--- src/design/rot_reg_pkg.sv ---
package rot_reg_pkg;

	localparam int WORD_W = 32;
	localparam int ADDR_W = 8;
	localparam int KEY_WORDS = 4;
	localparam int BIT_IDX_W = $clog2(WORD_W);
	localparam int TRNG_CNT_W = 3; // enough for the draw limit

	typedef logic [WORD_W-1:0] word_t;
	typedef logic [ADDR_W-1:0] addr_t;
	typedef logic [$clog2(KEY_WORDS)-1:0] sel_word_t;
	typedef logic [BIT_IDX_W-1:0] bit_idx_t;

	localparam addr_t ADDR_OP = 8'h00;
	localparam addr_t ADDR_STATUS = 8'h04;
	localparam addr_t ADDR_PATTERN = 8'h08; // write only
	localparam addr_t ADDR_KEY0 = 8'h10;
	localparam addr_t ADDR_KEY1 = 8'h14;
	localparam addr_t ADDR_KEY2 = 8'h18;
	localparam addr_t ADDR_KEY3 = 8'h1C;
	localparam addr_t ADDR_TRNG0 = 8'h20;
	localparam addr_t ADDR_TRNG1 = 8'h24;
	localparam addr_t ADDR_TRNG2 = 8'h28;
	localparam addr_t ADDR_TRNG3 = 8'h2C;

	typedef enum logic [2:0] {
		SEL_NONE,
		SEL_OP,
		SEL_STATUS,
		SEL_PATTERN,
		SEL_KEY,
		SEL_TRNG
	} reg_sel_t;

	function automatic reg_sel_t reg_sel(addr_t addr);
		case (addr)
			ADDR_OP: return SEL_OP;
			ADDR_STATUS: return SEL_STATUS;
			ADDR_PATTERN: return SEL_PATTERN;
			ADDR_KEY0, ADDR_KEY1, ADDR_KEY2, ADDR_KEY3: return SEL_KEY;
			ADDR_TRNG0, ADDR_TRNG1, ADDR_TRNG2, ADDR_TRNG3: return SEL_TRNG;
			default: return SEL_NONE;
		endcase
	endfunction

	// word index inside the key or trng block
	function automatic sel_word_t reg_word(addr_t addr);
		return addr[3:2];
	endfunction

endpackage

--- src/design/rot_op_pkg.sv ---
package rot_op_pkg;

	localparam int OP_W = 8;

	typedef enum logic [OP_W-1:0] {
		OP_NOP = 8'h00,
		OP_UNLOCK = 8'h01,
		OP_STATUS_CLEAR = 8'h02,
		OP_KEY_CLEAR = 8'h03,
		OP_TRNG_GEN = 8'h04,
		OP_TRNG_CLEAR = 8'h05
	} opcode_t;

	typedef enum logic {
		IDLE = 1'b0,
		CHECK = 1'b1 // walking the pattern bits
	} unlock_state_t;

	typedef struct packed {
		logic busy;
		logic unlock_busy;
		logic trng_valid;
		logic [rot_reg_pkg::TRNG_CNT_W-1:0] trng_count;
		logic [23:0] reserved;
		logic key_loaded;
		logic unlocked;
	} status_fields_t;

	// raw for the bus, fields for the control logic
	typedef union packed {
		rot_reg_pkg::word_t raw;
		status_fields_t f;
	} status_t;

endpackage

--- src/design/rot_if.sv ---
`timescale 1ns/1ps

interface rot_cmd_if;
	import rot_reg_pkg::*;
	import rot_op_pkg::*;

	logic wr_pattern_o;
	logic wr_key_o;
	sel_word_t key_word_o;
	word_t wdata_o;
	logic op_valid_o;
	opcode_t op_o;
	logic bit_o;
	bit_idx_t bit_idx_i; // back from the unlock sequencer

	modport decode (
		output wr_pattern_o, wr_key_o, key_word_o, wdata_o, op_valid_o, op_o, bit_o,
		input bit_idx_i
	);
	modport execute (
		input wr_pattern_o, wr_key_o, key_word_o, wdata_o, op_valid_o, op_o, bit_o,
		output bit_idx_i
	);
endinterface

interface rot_view_if;
	import rot_reg_pkg::*;
	import rot_op_pkg::*;

	status_t status;
	word_t [KEY_WORDS-1:0] key_words;
	word_t [KEY_WORDS-1:0] trng_words;
	opcode_t op_last;

	modport execute (output status, key_words, op_last);
	modport trng (output trng_words);
	modport result (input status, key_words, trng_words, op_last);
endinterface

--- src/design/rot_decode.sv ---
`timescale 1ns/1ps

module rot_decode (
	input rot_reg_pkg::addr_t address_i,
	input rot_reg_pkg::word_t data_i,
	input logic we_i,
	rot_cmd_if.decode cmd
);
	import rot_reg_pkg::*;
	import rot_op_pkg::*;

	reg_sel_t sel;

	assign sel = reg_sel(address_i);

	assign cmd.wr_pattern_o = we_i && (sel == SEL_PATTERN);
	assign cmd.wr_key_o = we_i && (sel == SEL_KEY);
	assign cmd.key_word_o = reg_word(address_i);
	assign cmd.wdata_o = data_i;

	assign cmd.op_valid_o = we_i && (sel == SEL_OP);
	assign cmd.op_o = opcode_t'(data_i[OP_W-1:0]);

	assign cmd.bit_o = data_i[~cmd.bit_idx_i]; // msb first

endmodule

--- src/design/rot_execute.sv ---
`timescale 1ns/1ps

module rot_execute #(
	parameter rot_reg_pkg::word_t PATTERN_INIT = 32'hF0F0_AAAA
) (
	input logic clk,
	input logic rst_n,
	rot_cmd_if.execute cmd,
	rot_view_if.execute view,
	output logic trng_gen_o,
	output logic trng_clear_o,
	input logic [rot_reg_pkg::TRNG_CNT_W-1:0] trng_count_i,
	input logic trng_valid_i
);
	import rot_reg_pkg::*;
	import rot_op_pkg::*;

	unlock_state_t state_q;
	bit_idx_t bit_idx_q;
	logic match_q;
	logic unlocked_q;
	logic key_loaded_q;
	word_t pattern_q;
	word_t [KEY_WORDS-1:0] key_q;
	opcode_t op_last_q;
	status_t status;

	logic open_acc;
	logic op_acc;
	logic unlock_start;
	logic bit_ok;

	assign open_acc = unlocked_q && (state_q == IDLE); // unlocked and not checking
	assign op_acc = cmd.op_valid_o && open_acc;
	assign unlock_start = cmd.op_valid_o && (cmd.op_o == OP_UNLOCK) && (state_q == IDLE);
	assign bit_ok = (cmd.bit_o == pattern_q[~bit_idx_q]);

	assign trng_gen_o = op_acc && (cmd.op_o == OP_TRNG_GEN);
	// a status clear also drops the draw count
	assign trng_clear_o = op_acc &&
		((cmd.op_o == OP_TRNG_CLEAR) || (cmd.op_o == OP_STATUS_CLEAR));

	always_ff @(posedge clk or negedge rst_n) begin
		if (!rst_n) begin
			state_q <= IDLE;
			bit_idx_q <= '0;
			match_q <= 1'b0;
			unlocked_q <= 1'b0;
			key_loaded_q <= 1'b0;
			pattern_q <= PATTERN_INIT;
			key_q <= '0;
			op_last_q <= OP_NOP;
		end else if (state_q == CHECK) begin
			match_q <= match_q && bit_ok;
			bit_idx_q <= bit_idx_q + 1'b1;
			if (bit_idx_q == '1) begin // last bit
				state_q <= IDLE;
				unlocked_q <= match_q && bit_ok;
			end
		end else begin
			if (unlock_start) begin
				state_q <= CHECK;
				bit_idx_q <= '0;
				match_q <= 1'b1;
				op_last_q <= OP_UNLOCK;
			end else if (op_acc) begin
				op_last_q <= cmd.op_o;
			end
			if (op_acc && (cmd.op_o == OP_KEY_CLEAR)) begin
				key_q <= '0;
				key_loaded_q <= 1'b0;
			end
			if (open_acc && cmd.wr_key_o) begin
				key_q[cmd.key_word_o] <= cmd.wdata_o;
				key_loaded_q <= 1'b1;
			end
			if (open_acc && cmd.wr_pattern_o) begin
				pattern_q <= cmd.wdata_o;
			end
		end
	end

	always_comb begin
		status.raw = '0;
		status.f.busy = (state_q == CHECK);
		status.f.unlock_busy = (state_q == CHECK);
		status.f.trng_valid = trng_valid_i;
		status.f.trng_count = trng_count_i;
		status.f.key_loaded = key_loaded_q;
		status.f.unlocked = unlocked_q;
	end

	assign view.status = status;
	assign view.key_words = key_q;
	assign view.op_last = op_last_q;
	assign cmd.bit_idx_i = bit_idx_q;

endmodule

--- src/design/rot_trng.sv ---
`timescale 1ns/1ps

module rot_trng #(
	parameter int unsigned TRNG_MAX_DRAWS = 6,
	parameter rot_reg_pkg::word_t LFSR_SEED = 32'h1ACE_B00C
) (
	input logic clk,
	input logic rst_n,
	input logic gen_i,
	input logic clear_i,
	output logic [rot_reg_pkg::TRNG_CNT_W-1:0] count_o,
	output logic valid_o,
	rot_view_if.trng view
);
	import rot_reg_pkg::*;

	localparam word_t LFSR_MASK = 32'h8020_0003;
	localparam logic [TRNG_CNT_W-1:0] MAX_CNT = TRNG_CNT_W'(TRNG_MAX_DRAWS);

	word_t lfsr_q;
	word_t [KEY_WORDS-1:0] draw;
	word_t [KEY_WORDS-1:0] words_q;
	logic [TRNG_CNT_W-1:0] count_q;
	logic valid_q;

	// galois, shift right, mask on the bit shifted out
	function automatic word_t lfsr_step(word_t s);
		return s[0] ? ((s >> 1) ^ LFSR_MASK) : (s >> 1);
	endfunction

	always_comb begin
		draw[0] = lfsr_step(lfsr_q);
		for (int i = 1; i < KEY_WORDS; i++) begin
			draw[i] = lfsr_step(draw[i-1]);
		end
	end

	always_ff @(posedge clk or negedge rst_n) begin
		if (!rst_n) begin
			lfsr_q <= LFSR_SEED;
			words_q <= '0;
			count_q <= '0;
			valid_q <= 1'b0;
		end else if (clear_i) begin
			words_q <= '0; // lfsr keeps running state
			count_q <= '0;
			valid_q <= 1'b0;
		end else if (gen_i && (count_q < MAX_CNT)) begin
			lfsr_q <= draw[KEY_WORDS-1];
			words_q <= draw;
			count_q <= count_q + 1'b1;
			valid_q <= 1'b1;
		end
	end

	assign count_o = count_q;
	assign valid_o = valid_q;
	assign view.trng_words = words_q;

endmodule

--- src/design/rot_result.sv ---
`timescale 1ns/1ps

module rot_result (
	input logic clk,
	input logic rst_n,
	input logic re_i,
	input rot_reg_pkg::addr_t address_i,
	rot_view_if.result view,
	output rot_reg_pkg::word_t data_o
);
	import rot_reg_pkg::*;

	sel_word_t word;
	word_t rdata;

	assign word = reg_word(address_i);

	always_comb begin
		case (reg_sel(address_i))
			SEL_OP: rdata = word_t'(view.op_last);
			SEL_STATUS: rdata = view.status.raw;
			SEL_KEY: rdata = view.key_words[word];
			SEL_TRNG: rdata = view.trng_words[word];
			default: rdata = '0; // pattern never reads back
		endcase
	end

	always_ff @(posedge clk or negedge rst_n) begin
		if (!rst_n) begin
			data_o <= '0;
		end else if (re_i) begin
			data_o <= rdata; // held until next read
		end
	end

endmodule

--- src/design/rot_top.sv ---
`timescale 1ns/1ps

module rot_top #(
	parameter rot_reg_pkg::word_t PATTERN_INIT = 32'hF0F0_AAAA,
	parameter int unsigned TRNG_MAX_DRAWS = 6,
	parameter rot_reg_pkg::word_t LFSR_SEED = 32'h1ACE_B00C
) (
	input logic clk,
	input logic rst_n,
	input rot_reg_pkg::addr_t address_i,
	input rot_reg_pkg::word_t data_i,
	input logic re_i,
	input logic we_i,
	output rot_reg_pkg::word_t data_o
);
	import rot_reg_pkg::*;

	rot_cmd_if cmd_if ();
	rot_view_if view_if ();

	logic trng_gen;
	logic trng_clear;
	logic trng_valid;
	logic [TRNG_CNT_W-1:0] trng_count;

	rot_decode u_decode (
		.address_i (address_i),
		.data_i (data_i),
		.we_i (we_i),
		.cmd (cmd_if.decode)
	);

	rot_execute #(
		.PATTERN_INIT (PATTERN_INIT)
	) u_execute (
		.clk (clk),
		.rst_n (rst_n),
		.cmd (cmd_if.execute),
		.view (view_if.execute),
		.trng_gen_o (trng_gen),
		.trng_clear_o (trng_clear),
		.trng_count_i (trng_count),
		.trng_valid_i (trng_valid)
	);

	rot_trng #(
		.TRNG_MAX_DRAWS (TRNG_MAX_DRAWS),
		.LFSR_SEED (LFSR_SEED)
	) u_trng (
		.clk (clk),
		.rst_n (rst_n),
		.gen_i (trng_gen),
		.clear_i (trng_clear),
		.count_o (trng_count),
		.valid_o (trng_valid),
		.view (view_if.trng)
	);

	rot_result u_result (
		.clk (clk),
		.rst_n (rst_n),
		.re_i (re_i),
		.address_i (address_i),
		.view (view_if.result),
		.data_o (data_o)
	);

endmodule

--- config.mk ---
export PLATFORM = sky130hd
export DESIGN_NAME = rot_top
export DESIGN_NICKNAME = d
export VERILOG_FILES = /design/src/design/rot_reg_pkg.sv /design/src/design/rot_op_pkg.sv /design/src/design/rot_if.sv /design/src/design/rot_decode.sv /design/src/design/rot_execute.sv /design/src/design/rot_trng.sv /design/src/design/rot_result.sv /design/src/design/rot_top.sv
export SDC_FILE = /design/constraint.sdc
export NUM_CORES = 1
export LEC_CHECK = 0
export BUFFER_PORTS_ARGS = -buffer_cell sky130_fd_sc_hd__buf_2
export CELL_PAD_IN_SITES_DETAIL_PLACEMENT = 1
export CELL_PAD_IN_SITES_GLOBAL_PLACEMENT = 1
export CORE_MARGIN = 4
export CORE_UTILIZATION = 36
export DETAILED_ROUTE_END_ITERATION = 10
export GPL_TIMING_DRIVEN = 0
export PLACE_DENSITY_LB_ADDON = 0.3
export SLEW_MARGIN = 30
export SYNTH_ARGS = -nofsm -noshare
export SYNTH_HDL_FRONTEND = slang
export SYNTH_SLANG_ARGS = --single-unit
--- constraint.sdc ---
create_clock -name clk -period 2.5 [get_ports clk]
set_input_delay 0.125 -clock clk [delete_from_list [all_inputs] [get_ports clk]]
set_output_delay 0.125 -clock clk [all_outputs]
set_load 0.03 [all_outputs]
Word level (Yosys, flattened, before mapping)
Index checks and enable logic that the tools add are counted.
W data, S select, Z words.

word-level totals
  output and inout bits = 32
  word-level logic and storage cells = 119
  bits in registers = 373
  input port bits = 44

operators by class
  multiplexer cells = 37
  add/sub/neg operators = 2
  reductions and logical operators = 28
  $lt $le $gt $ge = 4
  bitwise operators = 7
  equality and inequality tests = 22

operators by type and width
  cell                  count
  $mux W128             5
  $mux W32              7
  $bmux W32 S2          2
  $bwmux W128           1
  $pmux W32 S4          1
  $demux W32 S2         1
  $eq A8 B5 Y1 const B  4
  $eq A8 B6 Y1 const B  4
  $eq A8 B3 Y1 const B  3
  $eq A8 B2 Y1 const B  2
  $mux W8               2
  $not A3 Y4            4
  $logic_and A1 B1 Y1   15
  $pmux W3 S5           1
  $mux W1               11
  $bmux W1 S5           2
  $mux W5               2
  $reduce_and A2 Y1     5
  $eq A8 B1 Y1 const B  1
  $eq A8 B4 Y1 const B  1
  $logic_not A8 Y1      1
  $reduce_bool A2 Y1    4
  $reduce_or A4 Y1      2
  $eq A3 B2 Y1 const B  2
  other kinds (14)      17

Logic depth before layout (Yosys ltp)
  word-level depth = 11
  depth in mapped cells = 11
  gate-level depth less buffers = 7

Modules after synthesis
Synthesis repeated with hierarchy kept, for this count alone.

second synthesis, totals
  cell total of the unflattened synthesis = 1431
  area, all modules = 15621.2 um^2

by module, submodules not included
  module       area each (um^2)  sequential area each (um^2)  cells each  instances
  rot_execute  7746.2            4449.3                       693         1
  rot_trng     3907.5            1943.1                       372         1
  rot_result   3290.7            800.8                        277         1
  rot_decode   676.9             0.0                          89          1

Least setup slack after synthesis
No wires, ideal clock.

  path kind = input -> register
  from = in address_i[7]
  to = reg u_execute.key_q, in the netlist u_execute.view.key_words[33]
  data arrival time = 2.149 ns
  slack = 0.221 ns
  data required time = 2.370 ns
  stages on the path = 11
  path buffers = 4
  setup time = 0.130 ns
  cell sequence = or4_1 clkbuf_2 nor4b_4 nand4b_1 buf_6 clkinv_2 nand4b_4 buf_6 buf_6 nand3_1 o21ai_1

on the way
  cells in the longest elaborated chain, start to end = 11
  elaborated cells between the ends (all ways) = 25
  classes of those cells = 12 x eq/ne; 5 x mux; 8 x reduce/logical

ends and longest elaborated chain
  what                                                 line               source
  from (decl)                                          rot_top.sv:10      input rot_reg_pkg::addr_t address_i,
  $eq A8 B6 Y1 / $eq A8 B5 Y1 (equally long branches)  rot_reg_pkg.sv:36  case (addr)
  $reduce_or A4 Y1                                     rot_reg_pkg.sv:36
  $pmux W3 S5 *                                        rot_reg_pkg.sv:36
  $eq A3 B1 Y1                                         rot_decode.sv:21   assign cmd.op_valid_o = we_i && (sel == SEL_OP);
  $logic_and A1 B1 Y1                                  rot_decode.sv:21
  $logic_and A1 B1 Y1                                  rot_execute.sv:34  assign op_acc = cmd.op_valid_o && open_acc;
  $logic_and A1 B1 Y1                                  rot_execute.sv:69  if (op_acc && (cmd.op_o == OP_KEY_CLEAR)) begin
  $mux W128                                            rot_execute.sv:69
  $mux W128                                            rot_execute.sv:53  end else if (state_q == CHECK) begin
  $bwmux W128                                          rot_execute.sv:74  key_q[cmd.key_word_o] <= cmd.wdata_o;
  $mux W128 *                                          rot_execute.sv:73  if (open_acc && cmd.wr_key_o) begin
  to (signal, indexed assignment)                      rot_execute.sv:74
  to (decl)                                            rot_execute.sv:24  word_t [KEY_WORDS-1:0] key_q;

Every way passes the cells marked *; elsewhere a longest branch is shown, timed or not. The select of a mux whose other input is x is not followed.
A chain may end at the register's enable or synchronous reset.

Worst setup path in the final report
  from = in address_i[3]
  to = reg u_result.data_o[11]

on the way
  cells in the longest elaborated chain, start to end = 5
  elaborated cells between the ends (all ways) = 23
  classes of those cells = 14 x eq/ne; 6 x mux; 3 x reduce/logical

ends and longest elaborated chain
  what                                                 line               source
  $eq A8 B6 Y1 / $eq A8 B5 Y1 (equally long branches)  rot_reg_pkg.sv:36
  $reduce_or A4 Y1                                     rot_reg_pkg.sv:36
  $pmux W3 S5                                          rot_reg_pkg.sv:36
  $eq A3 B3 Y1, or another cell as far along           rot_result.sv:19   case (reg_sel(address_i))
  $pmux W32 S4 *                                       rot_result.sv:19
  to (signal assigned)                                 rot_result.sv:32   data_o <= rdata;
  to (decl)                                            rot_result.sv:9    output rot_reg_pkg::word_t data_o

Marked as above.

==> results.cfg <==
[status]
outcome = finished clean

[final_layout]
syn_to_final_growth_pct = 19.2
nets = 1390
antennaDiodeCount = 0
fill_cells = 4022
final_layout_size_suffix_gt1_share_pct = 21.3

[timing]
drv_slew = 0
period_needed_ns = 2.44
rsz0062_at_grt = true
fin_ws_ns = 0.0631
finalCritPeriodShare_pct = 97.5
finalHoldViolations = 0
finClkSkew_ns = 0.0154
setup_viol = 0
slew-limit-headroom_pct = 49.0
max_clock_freq_mhz = 410
worstMarginPinSlew_ns = 0.765

[drt]
ant_nets = 0
routedWlPerCell_microns = 23.5
vias_per_cell = 5.61
via_count = 10300
drc_errors = 0
drt-pass1-iter-count = 7
wirelength_microns = 43200
drtIter0Drc = 686

[floorplan]
start_util_pct = 36.6
io_pins = 76
die_h_microns = 201
die-area_sq_um = 40600
rows = 70
core_area_sq_um = 36800
die_x_microns = 201

[setup_path]
critPathRequiredTime_ns = 2.88
end_kind = flop
critPathKind = input port to flop
slowest_stage = clkbuf_1
crit_top_cell = clkbuf_1
timing.critical_path.slowest_cell_delay_ns = 0.56
path_buf_inv = 4
critPathLaunchType = input port
crit_arrival_ns = 2.82
critical_path_peak_fanout = 10
crit_chain = clkbuf_1, buf_2, clkbuf_1, clkbuf_2, mux4_2, a32oi_1, o2bb2ai_1
cpLargestDelayFamily = buffers and inverters

[hold_path]
hold_path.class = input port to flop

[synthesis]
synthesis.nets = 1245
synthTopCellsByArea = dfrtp_1, mux4_2, dfstp_2, nand3_1, nand2_1
ys_seq_elements = 286
ys_types = 51
synthArstFlopShare_pct = 100
synth_area_per_cell_sq_um = 11.2
synth.top_cell.area_share_pct = 47.8
ys.flop_type = dfrtp_1
syn_area_sq_um = 13500
ys_warn_count = 0
synth.most_common_cell = dfrtp_1
synth_top_cell_by_area = dfrtp_1
syn_inst = 1198
ys_top_cells_by_count = dfrtp_1, nand2_1, nand3_1, o21ai_1, clkbuf_1
yosysSeqAreaShare_pct = 53.4
synth-edff-count = 0

[place]
place.gp.congestion = 0.814
place_hpwl_microns = 30800
port-buffer-count = 72
dp_slack_ns = -0.928

[cts]
cts_made_buffers = 35
cts_tree = yes
cts_buffer_depth = 3
ctsHtreeMaxLevel = 2
insertion_delay_ns = 0.52
cts.clk_slew.worst_paths_ns = 0.06
clock_sinks = 286
cts-root-buf = clkbuf_16

[global_routing]
grt_busiest_layer = met2
first_global_vias = 11300
grtUsageTotal_pct = 21.2
grt_overflow = 0
use_met1_pct = 29.1
grt_pass1_wl_microns = 67800
grt_use_met3_pct = 3.77
grt_util_met2_pct = 34.9
antenna_found_initial = 1
grt_max_degree = 88

[job]
cap_violations = 0

[power]
p_total_mw = 10.7
peakVddDrop_mv = 0.537
p_leak_nw = 7.50
p_per_area_nw_per_um2 = 665
## area by class of cell
cell class | count | area (sq um) | share of cell area [%]
Multi-Input combinational cell | 808 | 5770 | 35.9
Timing Repair Buffer | 110 | 798 | 4.97
Clock buffer | 49 | 1050 | 6.55
Sequential cell | 286 | 7190 | 44.8
Buffer | 100 | 524 | 3.27
Clock inverter | 14 | 124 | 0.772
Tap cell | 468 | 586 | 3.65
Inverter | 2 | 8.76 | 0.0546
## report_power, final
group	switching (mW)	internal (mW)
logic	0.398	0.262
registers	0.0723	4.77
clock network	2.03	3.14
## worst reg2reg max path, cell delays in order (launching register included)
cell and delay, ns:
dfrtp_2 0.51, clkbuf_2 0.40, mux2i_1 0.24, a22oi_1 0.10, nand4_1 0.16, o21ai_0 0.10, a211oi_1 0.26, xor2_1 0.27
o21ai_0 0.13
## metrics by stage
| step | TNS (ns) | cell area (sq um) | cells | hold slack (ns) | utilization [%] |
|---|---|---|---|---|---|
| after floorplan | 0 | 13500 | 1198 | -0.171 | - |
| after global placement | -1220.81 | 14400 | 1738 | 0.408 | 39.2 |
| final | 0 | 16100 | 1837 | 0.0202 | 43.6 |
| after global routing | -0.0493 | 16100 | 1837 | 0.0368 | 43.6 |
| after CTS | 0 | 16000 | 1836 | 0.00444 | 43.5 |
| after detailed placement | -102.14 | 14500 | 1741 | 0.0658 | 39.4 |
## cells in the final DEF (no fill, tap or decap), types with 7 or more instances in the layout
cell type / synthesis / routed
xor2_1: 9 / 9
buf_6: 14 / 14
a32oi_1: 12 / 12
clkbuf_16: 0 / 37
nand2_1: 155 / 155
nand2b_1: 46 / 46
dfrtp_1: 257 / 256
buf_1: 13 / 7
clkbuf_8: 0 / 8
dfstp_2: 29 / 29
mux2_2: 35 / 35
a21o_1: 13 / 13
mux2i_1: 55 / 55
nor2_1: 23 / 23
o2bb2ai_1: 32 / 32
nand3_1: 131 / 130
o21ai_1: 107 / 107
buf_2: 5 / 78
mux4_2: 46 / 46
clkbuf_1: 66 / 61
a22o_1: 20 / 20
a222oi_1: 10 / 10
o21ai_0: 32 / 32
clkbuf_2: 1 / 10
a21oi_1: 15 / 15
a22oi_1: 18 / 18
clkinv_2: 1 / 12
dlygate4sd3_1: 0 / 33
## path summary, 6_finish.rpt
kind,from,to,slack (ns),cells after the start
worst max-delay path,address_i[3],u_result.data_o[11]$_DFFE_PN0P_,0.06,7
worst min-delay path,data_i[4],u_execute.view.key_words[68]$_DFFE_PN0N_,0.02,3
worst max register to register,u_execute.cmd.bit_idx_i[0]$_DFFE_PN0P_,u_execute.unlocked_q$_DFFE_PN0P_,0.21,8
worst min register to register,u_trng.lfsr_q[12]$_DFFE_PN1P_,u_trng.lfsr_q[12]$_DFFE_PN1P_,0.46,2
max in group asynchronous,rst_n,u_execute.pattern_q[21]$_DFFE_PN1P_,1.56,3
min in group asynchronous,rst_n,u_trng.view.trng_words[98]$_DFFE_PN0P_,0.10,2
## layer usage
layer / part of all wire, % / wire (microns)
met5: 0.030 / 13
met4: 2.6 / 1100
met3: 4.5 / 1950
met2: 47 / 20500
met1: 45 / 19600
## flip-flops by register name, indices dropped and copies added, names as in the netlist
name and flops:
u_result.data_o 32, u_execute.pattern_q 32, u_execute.state_q 1, u_execute.view.op_last 8, u_execute.cmd.bit_idx_i 5, u_execute.view.key_words 128
u_trng.view.trng_words 41, u_execute.key_loaded_q 1, u_execute.unlocked_q 1, u_trng.count_o 3, u_trng.valid_o 1, u_trng.lfsr_q 32
u_execute.match_q 1
## repair_timing
item / 4_1_cts / 5_1_grt
pin swaps: 0 / 1
resized for setup: 7 / 13
buffers inserted: 0 / 2
endpoints found under the setup margin: 53 / 117
endpoints found under the hold margin: 269 / 0
hold buffers: 33 / 0
## cells by family after synthesis
kind of cell / synth area share, %
adders and majority gates: 0.279
xor gates and xnor gates: 0.911
buffers and inverters: 3.83
muxes: 14.7
DFF: 53.4
AOI/OAI and AO/OA: 12.9
and+or+nand+nor: 13.9
Note: power is estimated with default switching activity, not from simulation.
